`src/include/csi2_ecc_masks.svh`:
```
// CSI-2 packet header Hamming parity masks.
// Bit b of mask k set means header data bit b feeds parity bit k.
// The six masks are packed so that ECC_MASKS[k] selects mask k.

localparam logic [5 : 0][23 : 0] ECC_MASKS = {
  24'hEFFC00, // P5.
  24'hDF03F0, // P4.
  24'hB8E38E, // P3.
  24'h749A6D, // P2.
  24'hF2555B, // P1.
  24'hF12CB7  // P0.
};

```
`src/source/csi2_pkg.sv`:
```
package csi2_pkg;

`include "csi2_ecc_masks.svh"

// ==========================================================================
// Widths and codes
// ==========================================================================

localparam int WORD_W    = 32;
localparam int DATA_BITS = 24;           // Header bits under ECC.
localparam int SYND_W    = 6;
localparam int POS_W     = 5;
localparam int CNT_W     = 16;
localparam int DI_W      = 8;
localparam int WC_W      = 16;
localparam int DT_W      = 6;            // Data type field of DI.
localparam int PAY_CNT_W = WC_W - 1;     // Holds ceil(wc/4).

localparam logic [POS_W - 1 : 0] POS_NONE        = 5'd31;
localparam logic [POS_W - 1 : 0] POS_PARITY_BASE = 5'd24;
localparam logic [DT_W - 1 : 0]  LONG_DI_MIN     = 6'd16;

// ==========================================================================
// Header word, raw and field views
// ==========================================================================

typedef struct packed {
  logic [1 : 0]          pad;
  logic [SYND_W - 1 : 0] ecc;
  logic [WC_W - 1 : 0]   wc;
  logic [DI_W - 1 : 0]   di;
} hdr_fields_t;

typedef union packed {
  logic [WORD_W - 1 : 0] raw;
  hdr_fields_t           f;
} hdr_word_t;

function automatic logic [SYND_W - 1 : 0] calc_ecc( input logic [DATA_BITS - 1 : 0] data );
  logic [SYND_W - 1 : 0] ecc;
  for( int k = 0; k < SYND_W; k++ )
    ecc[k] = ^( data & ECC_MASKS[k] );
  return ecc;
endfunction

endpackage

```
`src/source/csi2_hdr_if.sv`:
```
`timescale 1ns/1ps

interface csi2_hdr_if;

csi2_pkg::hdr_word_t                hdr;          // Corrected header.
logic                               hdr_valid;
logic                               err;
logic                               corr;
logic                               word_valid;
logic [csi2_pkg::WORD_W - 1 : 0]    word;
logic                               pkt_done;

modport dec (
  output hdr_valid, hdr, err, corr, word_valid, word,
  input  pkt_done
);

modport trk (
  input  hdr_valid, hdr, err, corr, word_valid, word,
  output pkt_done
);

endinterface

```
`src/source/csi2_syndrome_lut.sv`:
```
`timescale 1ns/1ps

module csi2_syndrome_lut
(
  input  logic                               clk_i,
  input  logic                               srst_i,
  input  logic [csi2_pkg::SYND_W - 1 : 0]    synd_i,
  output logic [csi2_pkg::POS_W - 1 : 0]     pos_o
);

typedef logic [( 1 << csi2_pkg::SYND_W ) - 1 : 0][csi2_pkg::POS_W - 1 : 0] pos_tbl_t;

// Syndrome to bit position, derived from the parity masks.
function automatic pos_tbl_t build_pos_tbl();
  pos_tbl_t                    tbl;
  logic [csi2_pkg::SYND_W - 1 : 0] col;
  for( int s = 0; s < ( 1 << csi2_pkg::SYND_W ); s++ )
    tbl[s] = csi2_pkg::POS_NONE;
  tbl[0] = '0;
  for( int p = 0; p < csi2_pkg::SYND_W; p++ )
    tbl[1 << p] = csi2_pkg::POS_PARITY_BASE + csi2_pkg::POS_W'( p ); // Parity bit hit.
  for( int b = 0; b < csi2_pkg::DATA_BITS; b++ )
    begin
      for( int k = 0; k < csi2_pkg::SYND_W; k++ )
        col[k] = csi2_pkg::ECC_MASKS[k][b];
      tbl[col] = csi2_pkg::POS_W'( b );
    end
  return tbl;
endfunction

localparam pos_tbl_t POS_TBL = build_pos_tbl();

always_ff @( posedge clk_i, posedge srst_i )
  if( srst_i )
    pos_o <= '0;
  else
    pos_o <= POS_TBL[synd_i];            // One read per clock.

endmodule

```
`src/source/csi2_hamming_dec.sv`:
```
`timescale 1ns/1ps

module csi2_hamming_dec
(
  input  logic                               clk_i,
  input  logic                               srst_i,
  input  logic                               valid_i,
  input  logic [csi2_pkg::WORD_W - 1 : 0]    data_i,
  csi2_hdr_if.dec                            hdr,
  output logic [csi2_pkg::CNT_W - 1 : 0]     err_cnt_o,
  output logic [csi2_pkg::CNT_W - 1 : 0]     corr_cnt_o
);

csi2_pkg::hdr_word_t                  data_in;
logic [csi2_pkg::SYND_W - 1 : 0]      syndrome;
logic [csi2_pkg::POS_W - 1 : 0]       err_pos;
logic [csi2_pkg::WORD_W - 1 : 0]      data_d;
logic                                 valid_d;
logic                                 header_passed;
logic                                 header_valid;
logic                                 error_detected;
logic                                 correctable;
logic [csi2_pkg::WORD_W - 1 : 0]      corrected;
csi2_pkg::hdr_word_t                  data_q;
logic                                 valid_q;
logic                                 hdr_valid_q;
logic                                 err_q;
logic                                 corr_q;

// ==========================================================================
// Syndrome, stage 1
// ==========================================================================

assign data_in  = data_i;
assign syndrome = csi2_pkg::calc_ecc( data_in.raw[csi2_pkg::DATA_BITS - 1 : 0] ) ^ data_in.f.ecc;

csi2_syndrome_lut synd_lut (
  .clk_i      ( clk_i    ),
  .srst_i     ( srst_i   ),
  .synd_i     ( syndrome ),
  .pos_o      ( err_pos  )
);

always_ff @( posedge clk_i )
  data_d <= data_i;

always_ff @( posedge clk_i, posedge srst_i )
  if( srst_i )
    begin
      valid_d        <= 1'b0;
      error_detected <= 1'b0;
    end
  else
    if( hdr.pkt_done )
      begin
        valid_d        <= 1'b0;
        error_detected <= 1'b0;
      end
    else
      begin
        valid_d        <= valid_i;
        error_detected <= ( syndrome != '0 );
      end

// Only the first word after pkt_done is a header.
assign header_valid = valid_d && !header_passed && !hdr.pkt_done;
assign correctable  = error_detected && ( err_pos != csi2_pkg::POS_NONE );

always_ff @( posedge clk_i, posedge srst_i )
  if( srst_i )
    header_passed <= 1'b0;
  else
    if( hdr.pkt_done )
      header_passed <= 1'b0;
    else
      if( header_valid )
        header_passed <= 1'b1;

// ==========================================================================
// Correction and flags, stage 2
// ==========================================================================

always_comb
  begin
    corrected = data_d;
    if( header_valid && correctable && ( err_pos < csi2_pkg::POS_PARITY_BASE ) )
      corrected[err_pos] = ~data_d[err_pos];   // Parity hits leave data alone.
  end

always_ff @( posedge clk_i )
  data_q.raw <= corrected;

always_ff @( posedge clk_i, posedge srst_i )
  if( srst_i )
    begin
      valid_q     <= 1'b0;
      hdr_valid_q <= 1'b0;
      err_q       <= 1'b0;
      corr_q      <= 1'b0;
    end
  else
    if( hdr.pkt_done )
      begin
        valid_q     <= 1'b0;
        hdr_valid_q <= 1'b0;
        err_q       <= 1'b0;
        corr_q      <= 1'b0;
      end
    else
      begin
        valid_q     <= valid_d;
        hdr_valid_q <= header_valid;
        if( header_valid )
          begin
            err_q  <= error_detected;
            corr_q <= correctable;
          end
      end

// Running totals, saturating.
always_ff @( posedge clk_i, posedge srst_i )
  if( srst_i )
    begin
      err_cnt_o  <= '0;
      corr_cnt_o <= '0;
    end
  else
    if( header_valid && error_detected )
      begin
        if( err_cnt_o != '1 )
          err_cnt_o <= err_cnt_o + 1'b1;
        if( correctable && ( corr_cnt_o != '1 ) )
          corr_cnt_o <= corr_cnt_o + 1'b1;
      end

assign hdr.hdr_valid  = hdr_valid_q;
assign hdr.hdr        = data_q;
assign hdr.err        = err_q;
assign hdr.corr       = corr_q;
assign hdr.word_valid = valid_q;
assign hdr.word       = data_q.raw;

endmodule

```
`src/source/csi2_pkt_tracker.sv`:
```
`timescale 1ns/1ps

module csi2_pkt_tracker
(
  input  logic                               clk_i,
  input  logic                               srst_i,
  csi2_hdr_if.trk                            hdr,
  output logic                               hdr_valid_o,
  output logic [csi2_pkg::DI_W - 1 : 0]      hdr_di_o,
  output logic [csi2_pkg::WC_W - 1 : 0]      hdr_wc_o,
  output logic                               hdr_err_o,
  output logic                               hdr_corr_o,
  output logic                               payload_valid_o,
  output logic [csi2_pkg::WORD_W - 1 : 0]    payload_o,
  output logic                               pkt_done_o
);

logic [csi2_pkg::WC_W : 0]            wc_sum;
logic [csi2_pkg::PAY_CNT_W - 1 : 0]   wc_words;
logic [csi2_pkg::PAY_CNT_W - 1 : 0]   pay_cnt;
logic                                 is_long;
logic                                 uncorrectable;
logic                                 take_payload;

// Payload length in words is ceil(wc/4).
assign wc_sum        = { 1'b0, hdr.hdr.f.wc } + ( csi2_pkg::WC_W + 1 )'( 3 );
assign wc_words      = wc_sum[csi2_pkg::WC_W : 2];
assign is_long       = hdr.hdr.f.di[csi2_pkg::DT_W - 1 : 0] >= csi2_pkg::LONG_DI_MIN;
assign uncorrectable = hdr.err && !hdr.corr;
assign take_payload  = hdr.word_valid && !hdr.hdr_valid && ( pay_cnt != '0 );

assign hdr.pkt_done  = pkt_done_o;

always_ff @( posedge clk_i, posedge srst_i )
  if( srst_i )
    pay_cnt <= '0;
  else
    if( hdr.hdr_valid )
      pay_cnt <= ( is_long && !uncorrectable ) ? wc_words : '0;
    else
      if( take_payload )
        pay_cnt <= pay_cnt - 1'b1;

always_ff @( posedge clk_i, posedge srst_i )
  if( srst_i )
    pkt_done_o <= 1'b0;
  else
    if( hdr.hdr_valid )
      pkt_done_o <= !is_long || uncorrectable || ( wc_words == '0 );
    else
      pkt_done_o <= take_payload && ( pay_cnt == csi2_pkg::PAY_CNT_W'( 1 ) ); // Last word.

always_ff @( posedge clk_i, posedge srst_i )
  if( srst_i )
    begin
      hdr_valid_o     <= 1'b0;
      payload_valid_o <= 1'b0;
      hdr_err_o       <= 1'b0;
      hdr_corr_o      <= 1'b0;
    end
  else
    begin
      hdr_valid_o     <= hdr.hdr_valid;
      payload_valid_o <= take_payload;
      hdr_err_o       <= hdr.err;           // Levels for the whole packet.
      hdr_corr_o      <= hdr.corr;
    end

always_ff @( posedge clk_i )
  begin
    if( hdr.hdr_valid )
      begin
        hdr_di_o <= hdr.hdr.f.di;
        hdr_wc_o <= hdr.hdr.f.wc;
      end
    if( take_payload )
      payload_o <= hdr.word;
  end

endmodule

```
`src/source/csi2_rx_top.sv`:
```
`timescale 1ns/1ps

module csi2_rx_top
(
  input  logic                               clk_i,
  input  logic                               srst_i,
  input  logic                               valid_i,
  input  logic [csi2_pkg::WORD_W - 1 : 0]    data_i,
  output logic                               hdr_valid_o,
  output logic [csi2_pkg::DI_W - 1 : 0]      hdr_di_o,
  output logic [csi2_pkg::WC_W - 1 : 0]      hdr_wc_o,
  output logic                               hdr_err_o,
  output logic                               hdr_corr_o,
  output logic                               payload_valid_o,
  output logic [csi2_pkg::WORD_W - 1 : 0]    payload_o,
  output logic                               pkt_done_o,
  output logic [csi2_pkg::CNT_W - 1 : 0]     err_cnt_o,
  output logic [csi2_pkg::CNT_W - 1 : 0]     corr_cnt_o
);

csi2_hdr_if hdr_bus ();

csi2_hamming_dec hamming_dec (
  .clk_i           ( clk_i           ),
  .srst_i          ( srst_i          ),
  .valid_i         ( valid_i         ),
  .data_i          ( data_i          ),
  .hdr             ( hdr_bus.dec     ),
  .err_cnt_o       ( err_cnt_o       ),
  .corr_cnt_o      ( corr_cnt_o      )
);

csi2_pkt_tracker pkt_tracker (
  .clk_i           ( clk_i           ),
  .srst_i          ( srst_i          ),
  .hdr             ( hdr_bus.trk     ),
  .hdr_valid_o     ( hdr_valid_o     ),
  .hdr_di_o        ( hdr_di_o        ),
  .hdr_wc_o        ( hdr_wc_o        ),
  .hdr_err_o       ( hdr_err_o       ),
  .hdr_corr_o      ( hdr_corr_o      ),
  .payload_valid_o ( payload_valid_o ),
  .payload_o       ( payload_o       ),
  .pkt_done_o      ( pkt_done_o      )
);

endmodule

```
`config.mk`:
```
export PLATFORM = sky130hd
export DESIGN_NAME = csi2_rx_top
export DESIGN_NICKNAME = d
export VERILOG_FILES = /design/src/source/csi2_pkg.sv /design/src/source/csi2_hdr_if.sv /design/src/source/csi2_syndrome_lut.sv /design/src/source/csi2_hamming_dec.sv /design/src/source/csi2_pkt_tracker.sv /design/src/source/csi2_rx_top.sv
export VERILOG_INCLUDE_DIRS = /design/src /design/src/include
export SDC_FILE = /design/constraint.sdc
export NUM_CORES = 1
export LEC_CHECK = 0
export BUFFER_PORTS_ARGS = -buffer_cell sky130_fd_sc_hd__buf_2
export CORE_MARGIN = 5
export CORE_UTILIZATION = 51
export DETAILED_ROUTE_END_ITERATION = 10
export PLACE_DENSITY_LB_ADDON = 0.1
export SYNTH_ARGS = -nofsm -noshare
export SYNTH_HDL_FRONTEND = slang
export SYNTH_SLANG_ARGS = --single-unit
```
`constraint.sdc`:
```
create_clock -name clk_i -period 8.32 [get_ports clk_i]
set_clock_uncertainty 0.2 [all_clocks]
set_input_delay 0.832 -clock clk_i [delete_from_list [all_inputs] [get_ports clk_i]]
set_output_delay 0.832 -clock clk_i [all_outputs]
set_load 0.02 [all_outputs]
```
**Word level (Yosys, flattened, before mapping)**

Memories as Yosys holds them, arrays and structs flattened. A register that Yosys moved wholly into a read port is not among the register bits.
Index checks and enable logic that the tools add are counted.

- Memories: 1
- Bits in latches: 0
- Bits of input ports: 35
- Memory bits (read-only): 320
- Bits in registers: 179
- Logic and storage cells: 89
- Memory bits (writable): 0

Memories:

| memory | words | width | read ports | clocked after Yosys merged registers in | wr ports | line | text |
|---|---|---|---|---|---|---|---|
| (name not given) | 64 | 5 | 1 | 1 | 0 | csi2_syndrome_lut.sv:37 | `pos_o <= POS_TBL[synd_i];` |

- Reduce and logical (&&, ||, !) cells: 34
- Mux-type cells: 20
- Shifts and indexed selects: 0
- Equality and inequality tests: 4
- Divide/modulo/power cells: 0
- Add/subtract/negate cells: 4
- $lt $le $gt $ge: 4
- Multipliers: 0
- Bitwise logic cells: 2

Operators with widths:

| operator | number |
|---|---|
| XOR reduction 24 bit | 6 |
| two-way mux 15 bit | 3 |
| adder 16 x 1 -> 16 bit, second input constant | 2 |
| bitwise mux 32 bit | 1 |
| two-way mux 32 bit | 1 |
| != test 16 bit, second input constant | 2 |
| adder 16 x 2 -> 17 bit, second input constant | 1 |
| equality test 15 x 1 -> 1 bit, second input constant | 1 |
| zero test 15 bit | 1 |
| nonzero test 15 bit | 1 |
| subtractor 15 x 1 -> 15 bit, second input constant | 1 |
| logical AND 1 bit | 13 |
| two-way mux 1 bit | 13 |
| >= comparator 6 x 5 -> 1 bit, second input constant | 1 |
| zero test 1 bit | 6 |
| less-than comparator 5 x 6 -> 1 bit, second input constant | 1 |
| nonzero test 6 bit | 1 |
| bitwise XOR 6 bit | 1 |
| binary-select mux 1 bit (select 5 bit) | 1 |
| demux 1 bit (select 5 bit) | 1 |
| >= comparator 5 x 1 -> 1 bit, second input constant | 1 |
| less-than comparator 5 bit, second input constant | 1 |
| != test 5 bit, second input constant | 1 |
| AND reduction 2 bit | 2 |
| 3 further kinds | 5 |

**Longest topological paths before layout**

Gate-level depths: netlist of run 1.

- Depth in word-level cells: 6
- Gate-level depth with buffers: 12

**Modules after synthesis**

Synthesis of run 1 repeated with hierarchy kept, for this count alone.

- Cell total of the unflattened synthesis: 714
- Area, all modules: 8,470.6 µm²

By module, submodules not included:

| module | seq. area each (µm²) | area an instance (µm²) | times used | cells an instance |
|---|---|---|---|---|
| csi2_hamming_dec | 2,257.2 | 4,667.0 | 1 | 413 |
| csi2_pkt_tracker | 2,182.1 | 3,163.0 | 1 | 220 |
| csi2_syndrome_lut | 125.1 | 640.6 | 1 | 81 |

**Least setup slack after synthesis of run 1**

No wires, ideal clock.

- Path type: input to register
- From: in data_i[3] in the netlist's numbering
- To: reg hamming_dec.synd_lut.pos_o[4] in the netlist's numbering
- Buffers on the path: 1
- Slack: 4,985 ps
- Data required time: 7,988 ps
- Cell stages on the path: 11
- Setup time: 132 ps
- Arrival time: 3,003 ps
- Path through: xnor2_1 -> xnor2_1 -> xnor2_1 -> xnor2_1 -> xnor2_1 -> inv_1 -> ha_1 -> buf_2 -> a22o_1 -> o21ai_1 -> or3b_1

- Cells in the longest elaborated chain, start to end: 2
- Elaborated cells between the ends (all ways): 4
- Those cells by class: bitwise: 1; reduce/logical: 3

RTL lines:

| item | line | text |
|---|---|---|
| from (decl) | csi2_rx_top.sv:8 | `input logic [csi2_pkg::WORD_W - 1 : 0] data_i,` |
| XOR reduction 24 bit | csi2_pkg.sv:42 | `ecc[k] = ^( data & ECC_MASKS[k] );` |
| bitwise XOR 6 bit (*) | csi2_hamming_dec.sv:35 | `assign syndrome = csi2_pkg::calc_ecc( data_in.raw[csi2_pkg::DATA_BITS - 1 : 0] ) ^ data_in.f.ecc;` |
| to (decl) | csi2_syndrome_lut.sv:8 | `output logic [csi2_pkg::POS_W - 1 : 0] pos_o` |

Every way passes the cells marked *; elsewhere a longest branch is shown, timed or not.
A chain may end at the register's enable or synchronous reset.

**Worst setup path after layout of run 1**

Same ends and word-level chain as after synthesis.

==> impl_metrics.env, run 1 <==
export IMPL_via_per_inst=5.426
export IMPL_finalSetupViolCount=0
export IMPL_worstHoldStart="hamming_dec.data_d[30]"
export IMPL_yosysUniqueCellTypes=64
export IMPL_cts_root_buf="clkbuf_16"
export IMPL_ys_flop_type="dfxtp_1"
export IMPL_final_max_slew_viol_count=0
export IMPL_muxShareOfSynthArea_pct=8.203
export IMPL_cts_htree_levels=4
export IMPL_powerDensity_mw_per_mm2=331.4
export IMPL_yosys_area_share_simple_pct=11.97
export IMPL_grt_setup_unrepaired="false"
export IMPL_worst_r2r_path_depth=5
export IMPL_ir_worst_vdd_v=0.0002063
export IMPL_finalCritPeriodShare_pct=39.34
export IMPL_coreArea_mm2=0.01515
export IMPL_synth_avg_cell_area_um2=12.41
export IMPL_antenna_found_initial=0
export IMPL_clkLatencyLatePin_ps=430
export IMPL_crit_path_max_fanout=10
export IMPL_route_vias_total=5214
export IMPL_synth_top_area_share_pct=21.37
export IMPL_outcome="finished clean"
export IMPL_wire_per_inst_um=17.68
export IMPL_power_mw=3.079
export IMPL_required_ps=8420
export IMPL_first_iter_violations=331
export IMPL_place_congestion=0.8712
export IMPL_numCtsBuffers=17
export IMPL_path_class="primary input to register"
export IMPL_hold_ws_ps=149.4
export IMPL_hp_class="register to register"
export IMPL_holdPathStages=0
export IMPL_antenna_cells=0
export IMPL_routed_wl_mm=16.99
export IMPL_nNetsFinal=806
export IMPL_first_pass_iters=5
export IMPL_cts_sinks=184
export IMPL_grt_usage_pct=19.88
export IMPL_path_common_cell="xnor2_1"
export IMPL_met1_usage_pct=27.88
export IMPL_fp_dieW_um=134.2
export IMPL_holdPathEnd="hamming_dec.hdr.hdr[30]"
export IMPL_fin_setup_tns_ps=0
export IMPL_drive_above_1_share_pct=27.17
export IMPL_dp_hpwl_mm=12.76
export IMPL_ys_seq_area_share_pct=58.00
export IMPL_dpl_instance_area_mm2=0.008671
export IMPL_setup_ws_ps=5047
export IMPL_port_buffers=127
export IMPL_grt_busiest_layer="met2"
export IMPL_hold_buffers=0
export IMPL_clkTransAtPathRegs_ps=80
export IMPL_synth_nets=680
export IMPL_ff2ff_setup_slack_ps=5130
export IMPL_postLayoutCoreUtil_pct=61.35
export IMPL_period_minus_slack_ps=3273
export IMPL_synth_commonest_cells="64 x dfrtp_1, 64 x dfxtp_1, 61 x nand2_1, 58 x xnor2_1, 56 x edfxtp_1"
export IMPL_cts_resized=0
export IMPL_hold_viol=0
export IMPL_synth_top_area_cell="edfxtp_1"
export IMPL_synth_edff_count=56
export IMPL_first_global_vias=5369
export IMPL_final_cell_area_mm2=0.009293
export IMPL_syn_inst=634
export IMPL_ys_ff_latch=184
export IMPL_netlist_area_mm2=0.007870
export IMPL_synth_top_family_by_area="simple AND/OR/NAND/NOR gates"
export IMPL_syn_to_final_growth_pct=18.08
export IMPL_synth_xor_area_share_pct=11.84
export IMPL_cp_end_kind="register"
export IMPL_drc_errors=0
export IMPL_die_area_mm2=0.01802
export IMPL_clk_path_buf_depth=2
export IMPL_slowest_delay_ps=440
export IMPL_post_place_ws_ps=4607
export IMPL_synthAdderAreaFrac_pct=1.749
export IMPL_grt_pass1_wl_mm=28.29
export IMPL_arrival_ps=3380
export IMPL_async_flop_share_pct=34.78
export IMPL_grt_max_degree=65
export IMPL_worst_slew_pin_slew_ps=830.1
export IMPL_drv_cap=0
export IMPL_cp_cell_sequence="buf_2 > xnor2_1 > xnor2_1 > xnor2_1 > xnor2_1 > xnor2_1 > inv_1 > ha_1 > a22o_1 > o21ai_1 > or3b_1"
export IMPL_gr_total_overflow=0
export IMPL_met2_usage_pct=30.39
export IMPL_die_h_um=134.2
export IMPL_startpoint_type="primary input"
export IMPL_start_util_pct=51.96
export IMPL_critPathSlowestCell="ha_1"
export IMPL_fmax_mhz=305.5
export IMPL_antenna_left=0
export IMPL_fin_cells=961
export IMPL_synthTopCellsByArea="edfxtp_1 21%, dfrtp_1 20%, dfxtp_1 16%, xnor2_1 6.5%, xor2_1 3.1%"
export IMPL_post_cts_buffers=0
export IMPL_yosys_warnings=0
export IMPL_dp_cells=929
export IMPL_cts_tree="built"
export IMPL_rr_endpoint="hamming_dec.hdr.hdr[5]"
export IMPL_p_leak_nw=3.910
export IMPL_max_slew_margin_pct=44.66
export IMPL_num_io_pins=128
export IMPL_use_met3_pct=5.176
export IMPL_r2r_start="hamming_dec.synd_lut.pos_o[0]"
export IMPL_fp_row_count=45
export IMPL_synth_compound_area_share_pct=6.359
## state kept, by name, summed over array words and instances (netlist names), 5 cells and up
register	count
hamming_dec.err_cnt_o	16
pkt_tracker.payload_o	32
hamming_dec.synd_lut.pos_o	5
pkt_tracker.pay_cnt	15
pkt_tracker.hdr_di_o	8
hamming_dec.corr_cnt_o	16
hamming_dec.hdr.hdr	32
hamming_dec.data_d	32
pkt_tracker.hdr_wc_o	16
## cells in the final DEF (no fill, tap or decap), types with 6 or more instances in the layout
| cell type | netlist | layout |
|---|---|---|
| and3_1 | 6 | 6 |
| mux2_1 | 8 | 8 |
| clkinv_8 | 0 | 6 |
| a21oi_1 | 15 | 15 |
| o21ai_0 | 6 | 6 |
| nor2_1 | 34 | 33 |
| nor3b_1 | 7 | 7 |
| mux2_2 | 21 | 21 |
| clkbuf_16 | 0 | 17 |
| o22ai_1 | 7 | 7 |
| nand3_1 | 16 | 16 |
| xnor2_1 | 58 | 58 |
| edfxtp_1 | 56 | 56 |
| buf_2 | 1 | 127 |
| nor3_1 | 13 | 13 |
| mux2i_1 | 8 | 8 |
| dfrtp_1 | 64 | 64 |
| o21a_1 | 6 | 6 |
| o211ai_1 | 6 | 6 |
| a31oi_1 | 6 | 6 |
| dfxtp_1 | 64 | 64 |
| nand4_1 | 12 | 12 |
| ha_1 | 11 | 11 |
| inv_1 | 12 | 11 |
| nand2_1 | 61 | 61 |
| xor2_1 | 28 | 28 |
| mux4_2 | 10 | 10 |
| nor4_1 | 6 | 6 |
## cells by family after synthesis
family,count (synthesis)
AND/OR/NAND/NOR,188
adder cells (fa/ha/maj),11
buffers and inverters,36
XOR/XNOR,94
AO/OA/AOI/OAI,73
flip-flops,184
multiplexers,48
## final cells by class
cell class | count | area (um2)
Fill cell | 1243 | 5853
Sequential cell | 184 | 4564
Multi-Input combinational cell | 414 | 3161
Timing Repair Buffer | 131 | 665.6
Clock buffer | 17 | 425.4
Tap cell | 188 | 235.2
Clock inverter | 15 | 196.4
Inverter | 12 | 45.04
## routing by layer
layer | wire length (um) | vias to the layer above
met5 | 0 | -
li1 | - | 2517
met2 | 7993 | 161
met4 | 235 | 0
met3 | 895 | 21
met1 | 7865 | 2515
## where the power goes
group,leakage [nW],switching [mW],internal [mW]
logic,1.71,0.603,0.433
registers,1.89,0.146,1.09
clock network,0.302,0.393,0.414
## worst max path at each step
stage	slack (ps)	end	from	cells past startpoint
floorplan	4990	hamming_dec.synd_lut.pos_o[4]	data_i[3]	11
global placement	4680	hamming_dec.synd_lut.pos_o[4]	data_i[3]	11
detailed placement	4610	hamming_dec.synd_lut.pos_o[4]	data_i[3]	11
CTS	5070	hamming_dec.synd_lut.pos_o[4]	data_i[3]	11
global route	4850	hamming_dec.synd_lut.pos_o[4]	data_i[3]	11
finish	5050	hamming_dec.synd_lut.pos_o[4]	data_i[3]	11
## worst max-delay path, delay by kind of cell
kind                       cells  cell delay, ps
xor gates and xnor gates       5            1060
adders and majority gates      1             440
AOI/OAI and AO/OA              2             400
and+or+nand+nor                1             350
buffers and inverters          2             280
Note: power is estimated with default switching activity, not from simulation.
==> run 2, diff against run 1 <==
clock period = 3.4 ns   (was 8.32 ns; I/O delays follow)
==> run 2 against run 1 <==
  * Count of clock-buffer cells in the layout is the same
  * Sequential share of layout area shrank 2.0 points
  * Final cell count grew 4.0%
  * Setup slack lost 4900 ps
  * Hold slack gained 1.8 ps
  * Via count grew 3.0%
  * Final area grew 4.3%
  * Combinational power grew to 2.5 times the previous value
  * Global-route usage grew 0.43 points
  * Die area is the same
  * Core utilization grew 2.7 points
  * Sequential power grew 140%
==> impl_metrics.env, run 2 (synthesis results as in run 1) <==
export IMPL_startpoint_type="primary input"
export IMPL_clkLatencyLatePin_ps=440
export IMPL_period_minus_slack_ps=3292
export IMPL_outcome="finished clean"
export IMPL_coreArea_mm2=0.01515
export IMPL_grt_pass1_wl_mm=28.48
export IMPL_holdPathEnd="hamming_dec.hdr.hdr[30]"
export IMPL_cts_htree_levels=4
export IMPL_final_common_cell="buf_2"
export IMPL_cts_tree="built"
export IMPL_first_iter_violations=311
export IMPL_grt_busiest_layer="met2"
export IMPL_max_slew_margin_pct=39.98
export IMPL_place_congestion=0.8618
export IMPL_port_buffers=127
export IMPL_grt_max_degree=43
export IMPL_finalCritPeriodShare_pct=96.83
export IMPL_dp_cells=933
export IMPL_first_pass_iters=4
export IMPL_setup_ws_ps=107.8
export IMPL_drc_errors=0
export IMPL_fp_row_count=45
export IMPL_antenna_found_initial=0
export IMPL_final_max_slew_viol_count=0
export IMPL_fin_cells=999
export IMPL_worst_slew_pin_slew_ps=899.1
export IMPL_grt_setup_unrepaired="false"
export IMPL_met2_usage_pct=32.29
export IMPL_fin_setup_tns_ps=0
export IMPL_worst_r2r_path_depth=6
export IMPL_hold_viol=0
export IMPL_ir_worst_vdd_v=0.0007012
export IMPL_rr_endpoint="pkt_tracker.payload_o[22]"
export IMPL_p_seq_share_pct=39.4
export IMPL_post_place_ws_ps=222.7
export IMPL_fmax_mhz=303.8
export IMPL_drv_cap=0
export IMPL_num_io_pins=128
export IMPL_crit_path_max_fanout=14
export IMPL_drive_above_1_share_pct=26.51
export IMPL_met1_usage_pct=27.32
export IMPL_via_per_inst=5.373
export IMPL_power_frac_comb_pct=33.9
export IMPL_fillers=1171
export IMPL_r2r_start="pkt_tracker.pay_cnt[10]"
export IMPL_cp_end_kind="register"
export IMPL_final_cell_mix="127 x buf_2, 64 x dfrtp_1, 64 x dfxtp_1, 61 x nand2_1, 57 x xnor2_1"
export IMPL_ff_latch_area_mm2=0.004564
export IMPL_finalSetupViolCount=0
export IMPL_arrival_ps=3400
export IMPL_grt_usage_pct=20.31
export IMPL_fp_dieW_um=134.2
export IMPL_clk_path_buf_depth=2
export IMPL_cts_root_buf="clkbuf_16"
export IMPL_routed_wl_mm=17.69
export IMPL_nNetsFinal=844
export IMPL_first_global_vias=5294
export IMPL_use_met3_pct=5.026
export IMPL_multiInputGateArea_mm2=0.003168
export IMPL_wire_per_inst_um=17.71
export IMPL_hp_class="register to register"
export IMPL_powerDensity_mw_per_mm2=793.0
export IMPL_clkTransAtPathRegs_ps=80
export IMPL_cts_sinks=184
export IMPL_route_vias_total=5368
export IMPL_gr_total_overflow=0
export IMPL_swShare_pct=37.21
export IMPL_die_area_mm2=0.01802
export IMPL_p_leak_nw=4.086
export IMPL_worstHoldStart="hamming_dec.data_d[30]"
export IMPL_holdPathStages=0
export IMPL_internal_power_mw=4.828
export IMPL_pwr_share_clk_pct=26.6
export IMPL_required_ps=3510
export IMPL_numCtsBuffers=17
export IMPL_antenna_cells=0
export IMPL_power_mw=7.689
export IMPL_dp_hpwl_mm=12.83
export IMPL_path_class="primary input to register"
export IMPL_antenna_left=0
export IMPL_start_util_pct=51.96
export IMPL_die_h_um=134.2
export IMPL_p_sw_mw=2.861
export IMPL_ff2ff_setup_slack_ps=550
export IMPL_syn_to_final_growth_pct=23.20
-- run 2: cell types whose count changed in the layout (fill, tap and decap cells not counted), sizes merged --
cell / previous run / this run
clkinv: 7 / 8
inv: 20 / 19
dlygate4sd3: 0 / 34
buf: 131 / 135
-- run 2: critical path, cell delays in order --
cell	delay (ps)
dlygate4sd3_1	530
buf_2	130
xnor3_2	420
xnor3_2	420
xnor3_2	560
xnor2_2	230
a22o_1	260
o21ai_1	140
or3b_1	370
-- run 2: power by group through the flow --
stage / Clock, mW / Combinational (mW) / Sequential, mW
floorplan: 0 / 1.78 / 3.16
global placement: 0 / 2.53 / 3.06
detailed placement: 0 / 2.56 / 3.08
CTS: 2.09 / 2.61 / 3.03
global route: 2.18 / 2.86 / 3.09
finish: 2.05 / 2.61 / 3.03
-- run 2: routing by layer --
metal / vias to the layer above / share of wire, %
li1: 2590 / -
met1: 2605 / 46
met2: 149 / 48
met3: 24 / 4.8
met4: 0 / 1.7
met5: - / 0
-- run 2: repair_timing --
item | CTS | global route
setup buffers | 0 | 0
setup endpoints to repair | 0 | 1
hold buffers | 34 | 0
gates resized for setup | 0 | 1
endpoints found under the hold margin | 74 | 0
-- run 2: stage by stage --
step | area (um2) | hold slack [ps] | util [%]
CTS | 9688 | 153.1 | 63.97
finish | 9696 | 151.2 | 64.01
detailed placement | 8701 | 136.1 | 57.45
global placement | 8701 | 137.5 | 57.45
global route | 9696 | 157.6 | 64.01
floorplan | 7870 | 153.7 | -
-- run 2: worst max-delay path by stage --
stage,start,endpoint,slack (ps)
finish,data_i[1],hamming_dec.synd_lut.pos_o[4],110
global route,data_i[1],hamming_dec.synd_lut.pos_o[4],50
CTS,data_i[21],hamming_dec.synd_lut.pos_o[4],140
detailed placement,data_i[1],hamming_dec.synd_lut.pos_o[4],220
global placement,data_i[1],hamming_dec.synd_lut.pos_o[4],250
floorplan,hamming_dec.hdr.hdr_valid,pkt_tracker.payload_o[0],230
-- run 2: cell type report --
type / count / area share (%)
multi-input combinational: 414 / 32.68
tap: 188 / 2.426
clock inverter: 15 / 2.284
inverter: 12 / 0.4646
clock buffer: 17 / 4.388
sequential: 184 / 47.08
timing repair buffer: 169 / 10.69
